<file path="src/hw/bp_pkg.sv">
package bp_pkg;

    localparam int xlen          = 32; // address and data width.
    localparam int apb_addr_bits = 8;

    // defaults for the top level parameters.
    localparam int default_counter_index_bits = 6;
    localparam int default_btb_index_bits     = 4;
    localparam int default_counter_bits       = 2;

    typedef logic [xlen-1:0] addr_t;

    // resolved control instruction from execute, with the guess fetch made for it.
    typedef struct packed {
        logic  valid;
        addr_t pc;
        logic  taken;
        addr_t target_pc;
        logic  predicted_taken;
        addr_t predicted_target_pc;
    } resolve_t;

    typedef struct packed {
        logic  valid;
        addr_t pc;
        logic  taken;
        addr_t target_pc;
    } update_t;

    typedef struct packed {
        logic  valid;
        addr_t next_pc; // pc fetch restarts from.
    } redirect_t;

    typedef struct packed {
        logic  taken;
        addr_t target_pc;
    } prediction_t;

    typedef struct packed {
        logic                     psel;
        logic                     penable;
        logic                     pwrite;
        logic [apb_addr_bits-1:0] paddr;
        addr_t                    pwdata;
    } apb_req_t;

endpackage

</file>
<file path="src/hw/bp_stats_apb.sv">
`timescale 1ns/10ps

module bp_stats_apb (
    input  logic             clock,
    input  logic             reset,
    input  bp_pkg::apb_req_t apb,
    output bp_pkg::addr_t    prdata,
    input  bp_pkg::update_t  update,
    input  logic             mispredict,
    output logic             predict_enable
);

    localparam logic [bp_pkg::apb_addr_bits-1:0] ctrl_addr       = 'h00;
    localparam logic [bp_pkg::apb_addr_bits-1:0] branch_addr     = 'h04;
    localparam logic [bp_pkg::apb_addr_bits-1:0] taken_addr      = 'h08;
    localparam logic [bp_pkg::apb_addr_bits-1:0] mispredict_addr = 'h0C;
    localparam logic [bp_pkg::apb_addr_bits-1:0] clear_addr      = 'h10;

    localparam int stat_count_n = 3;
    localparam int branch_slot     = 0;
    localparam int taken_slot      = 1;
    localparam int mispredict_slot = 2;

    logic                                    access;
    logic                                    write_access;
    logic                                    read_access;
    logic                                    clear_write;
    logic [stat_count_n-1:0]                 count_event;
    logic [stat_count_n-1:0][bp_pkg::xlen-1:0] stat_count;

    // second cycle of the transfer; no wait states.
    assign access       = apb.psel && apb.penable;
    assign write_access = access && apb.pwrite;
    assign read_access  = access && !apb.pwrite;
    assign clear_write  = write_access && (apb.paddr == clear_addr);

    always_ff @(posedge clock) begin
        if (reset) begin
            predict_enable <= 1'b1;
        end else if (write_access && (apb.paddr == ctrl_addr)) begin
            predict_enable <= apb.pwdata[0];
        end
    end

    assign count_event[branch_slot]     = update.valid;
    assign count_event[taken_slot]      = update.valid && update.taken;
    assign count_event[mispredict_slot] = mispredict;

    // a clear in the same cycle as an event drops the event.
    always_ff @(posedge clock) begin
        if (reset || clear_write) begin
            stat_count <= '0;
        end else begin
            for (int i = 0; i < stat_count_n; i++) begin
                if (count_event[i]) begin
                    stat_count[i] <= stat_count[i] + 1'b1;
                end
            end
        end
    end

    always_comb begin
        prdata = '0; // unmapped and write-only addresses read as zero.
        if (read_access) begin
            case (apb.paddr)
                ctrl_addr:       prdata[0] = predict_enable;
                branch_addr:     prdata    = stat_count[branch_slot];
                taken_addr:      prdata    = stat_count[taken_slot];
                mispredict_addr: prdata    = stat_count[mispredict_slot];
                default:         prdata    = '0;
            endcase
        end
    end

endmodule

</file>
<file path="src/hw/branch_prediction_unit.sv">
`timescale 1ns/10ps

module branch_prediction_unit #(
    parameter int counter_index_bits = bp_pkg::default_counter_index_bits,
    parameter int btb_index_bits     = bp_pkg::default_btb_index_bits,
    parameter int counter_bits       = bp_pkg::default_counter_bits
) (
    input  logic                clock,
    input  logic                reset,
    input  logic                predict_enable,
    input  bp_pkg::addr_t       fetch_pc,
    input  bp_pkg::update_t     update,
    output bp_pkg::prediction_t prediction
);

    localparam int counter_entries = 1 << counter_index_bits;
    localparam int btb_entries     = 1 << btb_index_bits;
    // pc bits 1:0 are always zero, so indexing starts at bit 2.
    localparam int tag_bits        = bp_pkg::xlen - btb_index_bits - 2;

    typedef struct packed {
        logic                valid;
        logic [tag_bits-1:0] tag;
        bp_pkg::addr_t       target_pc;
    } btb_entry_t;

    logic [counter_bits-1:0]       counters [counter_entries];
    btb_entry_t                    btb [btb_entries];

    logic [counter_index_bits-1:0] fetch_counter_index;
    logic [btb_index_bits-1:0]     fetch_btb_index;
    logic [tag_bits-1:0]           fetch_tag;
    btb_entry_t                    fetch_entry;
    logic                          btb_hit;

    logic [counter_index_bits-1:0] update_counter_index;
    logic [btb_index_bits-1:0]     update_btb_index;
    logic [counter_bits-1:0]       count_now;
    logic [counter_bits-1:0]       count_next;
    btb_entry_t                    new_entry;

    assign fetch_counter_index = fetch_pc[counter_index_bits+1:2];
    assign fetch_btb_index     = fetch_pc[btb_index_bits+1:2];
    assign fetch_tag           = fetch_pc[bp_pkg::xlen-1 -: tag_bits];

    assign fetch_entry = btb[fetch_btb_index];
    assign btb_hit     = fetch_entry.valid && (fetch_entry.tag == fetch_tag);

    // counter msb gives the direction; without a BTB hit there is no target to use.
    assign prediction.taken = predict_enable && counters[fetch_counter_index][counter_bits-1] &&
                              btb_hit;
    assign prediction.target_pc = fetch_entry.target_pc;

    assign update_counter_index = update.pc[counter_index_bits+1:2];
    assign update_btb_index     = update.pc[btb_index_bits+1:2];
    assign count_now            = counters[update_counter_index];

    // saturating counter step.
    always_comb begin
        count_next = count_now;
        if (update.taken) begin
            if (count_now != '1) begin
                count_next = count_now + 1'b1;
            end
        end else if (count_now != '0) begin
            count_next = count_now - 1'b1;
        end
    end

    assign new_entry.valid     = 1'b1;
    assign new_entry.tag       = update.pc[bp_pkg::xlen-1 -: tag_bits];
    assign new_entry.target_pc = update.target_pc;

    always_ff @(posedge clock) begin
        if (reset) begin
            for (int i = 0; i < counter_entries; i++) begin
                counters[i] <= '1; // start out leaning taken.
            end
            for (int i = 0; i < btb_entries; i++) begin
                btb[i].valid <= 1'b0;
            end
        end else if (update.valid) begin
            counters[update_counter_index] <= count_next;
            if (update.taken) begin
                btb[update_btb_index] <= new_entry; // replaces any other tag at this index.
            end
        end
    end

endmodule

</file>
<file path="src/hw/branch_predictor_top.sv">
`timescale 1ns/10ps

module branch_predictor_top #(
    parameter int counter_index_bits = bp_pkg::default_counter_index_bits,
    parameter int btb_index_bits     = bp_pkg::default_btb_index_bits,
    parameter int counter_bits       = bp_pkg::default_counter_bits
) (
    input  logic                clock,
    input  logic                reset,
    input  bp_pkg::addr_t       fetch_pc,
    output bp_pkg::prediction_t prediction,
    input  bp_pkg::resolve_t    resolve,
    output bp_pkg::redirect_t   redirect,
    input  bp_pkg::apb_req_t    apb,
    output bp_pkg::addr_t       prdata
);

    bp_pkg::update_t update;         // registered report, trains tables and counts.
    logic            mispredict;
    logic            predict_enable;

    branch_resolve_stage resolve_stage (
        .clock      (clock),
        .reset      (reset),
        .resolve    (resolve),
        .update     (update),
        .redirect   (redirect),
        .mispredict (mispredict)
    );

    branch_prediction_unit #(
        .counter_index_bits (counter_index_bits),
        .btb_index_bits     (btb_index_bits),
        .counter_bits       (counter_bits)
    ) prediction_unit (
        .clock          (clock),
        .reset          (reset),
        .predict_enable (predict_enable),
        .fetch_pc       (fetch_pc),
        .update         (update),
        .prediction     (prediction)
    );

    // register block on the APB side.
    bp_stats_apb stats (
        .clock          (clock),
        .reset          (reset),
        .apb            (apb),
        .prdata         (prdata),
        .update         (update),
        .mispredict     (mispredict),
        .predict_enable (predict_enable)
    );

endmodule

</file>
<file path="src/hw/branch_resolve_stage.sv">
`timescale 1ns/10ps

module branch_resolve_stage (
    input  logic              clock,
    input  logic              reset,
    input  bp_pkg::resolve_t  resolve,
    output bp_pkg::update_t   update,
    output bp_pkg::redirect_t redirect,
    output logic              mispredict
);

    bp_pkg::resolve_t report;          // report as sampled at the last edge.
    logic             direction_wrong;
    logic             target_wrong;
    bp_pkg::addr_t    fall_through_pc;
    bp_pkg::addr_t    correct_pc;

    // one report per cycle, no stall.
    always_ff @(posedge clock) begin
        if (reset) begin
            report.valid <= 1'b0;
        end else begin
            report <= resolve;
        end
    end

    // guessed the wrong way.
    assign direction_wrong = report.taken != report.predicted_taken;

    // right direction but the BTB gave a stale target.
    assign target_wrong = report.taken && report.predicted_taken &&
                          (report.target_pc != report.predicted_target_pc);

    assign mispredict = report.valid && (direction_wrong || target_wrong);

    // instructions are fixed length.
    assign fall_through_pc = report.pc + bp_pkg::xlen'(4);

    assign correct_pc = report.taken ? report.target_pc : fall_through_pc;

    assign redirect.valid   = mispredict;  // high for the one cycle the report is held.
    assign redirect.next_pc = correct_pc;

    // every resolved branch trains the tables, right or wrong.
    assign update.valid     = report.valid;
    assign update.pc        = report.pc;
    assign update.taken     = report.taken;
    assign update.target_pc = report.target_pc;

endmodule

</file>
<file path="config.mk">
export PLATFORM = sky130hd
export DESIGN_NAME = branch_predictor_top
export DESIGN_NICKNAME = d
export VERILOG_FILES = /design/src/hw/bp_pkg.sv /design/src/hw/bp_stats_apb.sv /design/src/hw/branch_prediction_unit.sv /design/src/hw/branch_predictor_top.sv /design/src/hw/branch_resolve_stage.sv
export SDC_FILE = /design/constraint.sdc
export NUM_CORES = 1
export LEC_CHECK = 0
export CORE_MARGIN = 1
export CORE_UTILIZATION = 60
export CTS_CLUSTER_DIAMETER = 120
export DETAILED_ROUTE_END_ITERATION = 7
export DONT_BUFFER_PORTS = 1
export MAX_ROUTING_LAYER = met4
export PLACE_DENSITY_LB_ADDON = 0.3
export SYNTH_ARGS = -nofsm -noshare
export SYNTH_HDL_FRONTEND = slang
export SYNTH_SLANG_ARGS = --single-unit
</file>
<file path="constraint.sdc">
create_clock -name clock -period 7.3 [get_ports clock]
set_input_delay 0.365 -clock clock [delete_from_list [all_inputs] [get_ports clock]]
set_output_delay 0.365 -clock clock [all_outputs]
set_load 0.01 [all_outputs]
</file>
After elaboration in Yosys (flattened, before gate mapping)
Memory sizes are Yosys's and may differ from the RTL's. A register that Yosys moved wholly into a read port is not among the register bits.
Cells that the tools add are included.
{"block": "totals", "reg_bits": 196, "latchBits": 0, "ramBits": 1072, "romBits": 0, "in_bits": 176, "wordCells": 68, "n_memories": 2}
{"block": "op_classes", "addsub": 6, "mul": 0, "n_div": 0, "magnitude_cmp": 0, "eq_ne": 8, "shift": 0, "mux": 23, "n_bitwise": 0, "n_reduce_logical": 19}
{"memory": "prediction_unit.btb", "depth": 16, "word_bits": 59, "read_ports": 1, "rd_clocked_by_memory_dff": 0, "write_ports": 16, "line": "branch_prediction_unit.sv:28", "text": "btb_entry_t btb [btb_entries];"}
{"memory": "prediction_unit.counters", "depth": 64, "word_bits": 2, "read_ports": 2, "rd_clocked_by_memory_dff": 1, "write_ports": 64, "line": "branch_prediction_unit.sv:27", "text": "logic [counter_bits-1:0] counters [counter_entries];"}
{"op": "$add A32 B1 Y32 const B", "n": 3}
{"op": "$pmux W31 S3", "n": 1}
{"op": "$mux W32", "n": 2}
{"op": "$mux W59", "n": 1}
{"op": "$reduce_or A59 Y1", "n": 1}
{"op": "$add A32 B3 Y32 const B", "n": 1}
{"op": "$ne A32 B32 Y1", "n": 1}
{"op": "$eq A26 B26 Y1", "n": 1}
{"op": "$eq A8 B4 Y1 const B", "n": 2}
{"op": "$logic_and A1 B1 Y1", "n": 12}
{"op": "$mux W6", "n": 2}
{"op": "$mux W1", "n": 10}
{"op": "$mux W2", "n": 5}
{"op": "$eq A8 B3 Y1 const B", "n": 1}
{"op": "$eq A8 B5 Y1 const B", "n": 1}
{"op": "$logic_not A8 Y1", "n": 1}
{"op": "$mux W4", "n": 1}
{"op": "$pmux W1 S4", "n": 1}
{"op": "$add A2 B1 Y2 const B", "n": 1}
{"op": "$logic_or A1 B1 Y1", "n": 2}
{"op": "$ne A2 B2 Y1 const B", "n": 1}
{"op": "$reduce_bool A2 Y1", "n": 1}
{"op": "$reduce_or A2 Y1", "n": 1}
{"op": "$sub A2 B1 Y2 const B", "n": 1}
{"op": "other kinds (2)", "n": 2}

Logic depth before layout (Yosys ltp)
{"block": "depth", "ltp_word": 6, "mapped_depth": 12}

Cells and area by module
Synthesis repeated with hierarchy kept, for this count alone.
{"block": "hier_totals", "hier_cells": 3193, "hier_area_um2": 53655.2}
{"module": "branch_prediction_unit", "n_inst": 1, "cells_each": 2161, "area_each_um2": 43407.9, "seq_area_each_um2": 32030.7}
{"module": "bp_stats_apb", "n_inst": 1, "cells_each": 683, "area_each_um2": 5527.8, "seq_area_each_um2": 1941.9}
{"module": "branch_resolve_stage", "n_inst": 1, "cells_each": 349, "area_each_um2": 4719.5, "seq_area_each_um2": 2962.8}

Worst setup path after synthesis
OpenSTA, ideal clock, no wires.
{"block": "synth_timing", "path_kind": "register to register", "start": "register resolve_stage.report, in the netlist resolve_stage.update[65]", "end": "memory prediction_unit.btb[0][0] in the netlist's numbering, enable pin", "arrival_ps": 5005, "required_ps": 6752, "path_slack_ps": 1748, "path_stages_with_launch": 5, "path_buffers": 0, "path_cell_list": "dfxtp_1 > nor2b_1 > and2_1 > nand2_1 > nor3_1"}
{"item": "from (decl)", "line": "branch_resolve_stage.sv:12", "text": "bp_pkg::resolve_t report;"}
{"item": "from (signal assigned)", "line": "branch_resolve_stage.sv:23", "text": "report <= resolve;"}
{"item": "to (decl)", "line": "branch_prediction_unit.sv:28"}

==> metrics <==
Final WS setup 2.62 ns; synth cell count leaders edfxtp_1 (1154), mux4_2 (278), nand2_1 (229), nor2_1 (192), o21ai_0 (135); Site Rows 108; multiplexer area fraction after synthesis 0.150; RSZ-0062 raised after global routing false; Syn. warnings 0; Post-Synth XOR/XNOR Area 0.0240; clock network power share 0.425; Hold WS -0.0234 ns; Worst-Skew Late Latency 0.78 ns; P per Cell Area 263 mW/mm^2; Residual DRC 0; CTS max path bufs 3; post-place setup slack 3.24 ns; Root Driver clkbuf_16; most frequently used cell type in the post-synthesis netlist edfxtp_1; HP Class in2reg; CTS sink count 1274; Pleak 18.4 nW; Synth Area in Simple Gates 0.0622; wire per inst 30.4 um; Die Span Y 299 um; logic gate share of total power 0.047; initial antenna violation count 10; # Post-CTS Setup Buffers 0; Final setup viols 0; Global Route Usage Sum 0.315; internal power 12.1 mW; main flop type after synthesis edfxtp_1; Final Critical Period 4.68 ns; Yosys top cell area share 0.655; syn nets 3280; Overflow after GRT 0; Worst VDD drop 0.264 mV; Synth async-reset ratio 0; Yosys top cell by area edfxtp_1; post-placement cell area 0.0538 mm^2; die area 0.0893 mm^2; DR vias/cell 6.74; post-synth cell types 76; Core Footprint 0.0870 mm^2; via count 30000; CP max stage cell nor4_2; outcome finished, violations left; Top Family by Delay on Critical Path simple AND/OR/NAND/NOR gates; largest family of logic cells by synthesized area multiplexers; Synth Register Bits 1274; io pins 274; Syn Area/Cell 17.1 um^2; DIE WIDTH 299 um; startpoint types register; fmax 0.214 GHz; number of max-cap violations 0; total CTS buffers 131; vias in the first global route 30400; synth top area cells edfxtp_1 (66%), mux4_2 (12%), dfxtp_1 (4.5%); Pins Over Slew Limit 0; sequential area share after synthesis 0.701; number of synthesized flops with an enable pin 1154; Clock Skew 0.0568 ns; Critical path buffers and inverters 1; crit share post-route 0.642; Net count, final 3381; failing checks negative hold slack; post-DP HPWL 74200 um; Buffers on Ports 0; area growth from synthesis to layout 11.7%; Hold Violations, Final 1; Final Instance Area 0.0591 mm^2; Setup crit end kind output port; largest net degree at the start of global routing 244; Pwr Total 15.6 mW; Sw Pwr 3.46 mW; Mapped Area 0.0529 mm^2; Crit Path Category reg2out; Worst-Margin Slew 1.35 ns; first-pass GRT wire length 198000 um; GPL Wtd Cong 0.920; share of cells above drive strength 1 0.177; sw frac 0.223; max incr delay on CP 1.02 ns; CTS tree built; Syn Inst Count 3096; Antenna Violating Nets Remaining 0; Compound-Gate Fraction of Synth Area 0.0394; DRT iter0 DRCs 4051; Cell Chain, Critical Path xnor2_1, nand4_1, nor4_2, a21boi_1, o21ai_1, inv_1; 1st-pass router iterations 6; post-synthesis adder-cell area fraction 0.00232; Crit Path Max Fanout 18; CP required 6.93 ns; WP data arrival 4.32 ns; initial core utilization 0.608; H-tree levels 4; total negative slack 0 ns; Sequential Power Share 0.528; Slew Limit Headroom 0.0992; Routed WL 136000 um; Clock Pin Slew Worst Setup and Hold Paths 0.06 ns
-- what timing repair did --
| action | in CTS | in global routing |
|---|---|---|
| gates resized for setup | 0 | 0 |
| endpoints found under the hold margin | 109 | 0 |
| hold buffers | 103 | 0 |
-- final timing paths --
check | startpoint | end | slack (ns) | cells after the start
hold reg to reg | prediction_unit.btb[7][58]$_SDFFE_PP1P_ | prediction_unit.btb[7][58]$_SDFFE_PP1P_ | 0.45 | 1
setup / recovery | resolve_stage.update[2]$_DFFE_PN_ | redirect[32] | 2.62 | 6
hold / removal | reset | stats.predict_enable$_SDFFE_PP1P_ | -0.02 | 2
setup reg to reg | register | prediction_unit.counters[2][1]$_SDFFCE_PN1P_ | 3.16 | 7
-- layout make-up --
cell class / instances / area, um^2
Timing Repair Buffer: 149 / 1380
Sequential cell: 1274 / 37100
Multi-Input combinational cell: 1608 / 14800
Fill cell: 5456 / 28000
Clock inverter: 54 / 607
Inverter: 33 / 130
Clock buffer: 180 / 3590
Tap cell: 1155 / 1450
Antenna cell: 6 / 15.0
-- power groups by stage --
stage          registers [mW]  clock network, mW  logic, mW
3_5_place_dp             8.35                  0      0.670
3_3_place_gp             8.34                  0      0.652
5_1_grt                  8.21               6.93      0.768
2_1_floorplan            8.30                  0      0.570
6_report                 8.21               6.61      0.737
4_1_cts                  8.20               6.65      0.725
-- cells in the final DEF, fill, tap and decap left out, types with 6 or more instances in the layout --
cell	count
ha_1	8
clkbuf_16	134
diode_2	6
mux2_2	43
nor2_1	181
a21o_1	18
dlygate4sd3_1	103
o211ai_1	7
clkbuf_1	40
and3_1	27
or3_1	33
dfxtp_1	119
xor2_1	69
nand2_1	228
clkbuf_8	6
clkinv_1	17
and4_1	10
xnor2_1	76
nand4_1	46
a22oi_1	56
or4_1	6
o22ai_1	6
mux2i_1	92
mux4_1	11
a22o_1	6
and2_1	10
mux4_2	278
a21oi_1	51
nor3_1	17
nand3_1	76
buf_4	46
inv_1	30
nor2_4	11
o31ai_1	6
clkinv_2	15
nor2b_1	16
o21ai_0	135
edfxtp_1	1154
bufinv_16	7
-- state kept, by name, summed over array words and instances (netlist names), named ones only --
register,count
resolve_stage.report,33
prediction_unit.counters,128
stats.predict_enable,1
prediction_unit.btb,944
stats.stat_count,96
resolve_stage.update,66
-- per-stage QoR --
stage / util / instances
3_3_place_gp: 0.618 / 4116
2_1_floorplan: - / 3096
6_report: 0.679 / 4459
3_5_place_dp: 0.618 / 4116
4_1_cts: 0.678 / 4453
5_1_grt: 0.679 / 4459
-- cells by family (layout without fill, tap and decap cells) --
family | after synthesis | after routing
xor gates and xnor gates | 145 | 145
AOI/OAI and AO/OA | 331 | 331
and+or+nand+nor | 698 | 698
adders and majority gates | 10 | 10
muxes | 424 | 424
other | 0 | 6
buffers and inverters | 214 | 416
DFF | 1274 | 1274
-- metal layers --
metal / share of wire / track usage
met1: 0.37 / 0.415
met2: 0.50 / 0.504
met3: 0.11 / 0.0632
met4: 0.024 / 0.0858
met5: 0 / -
Power figures use the tool's default switching activity.
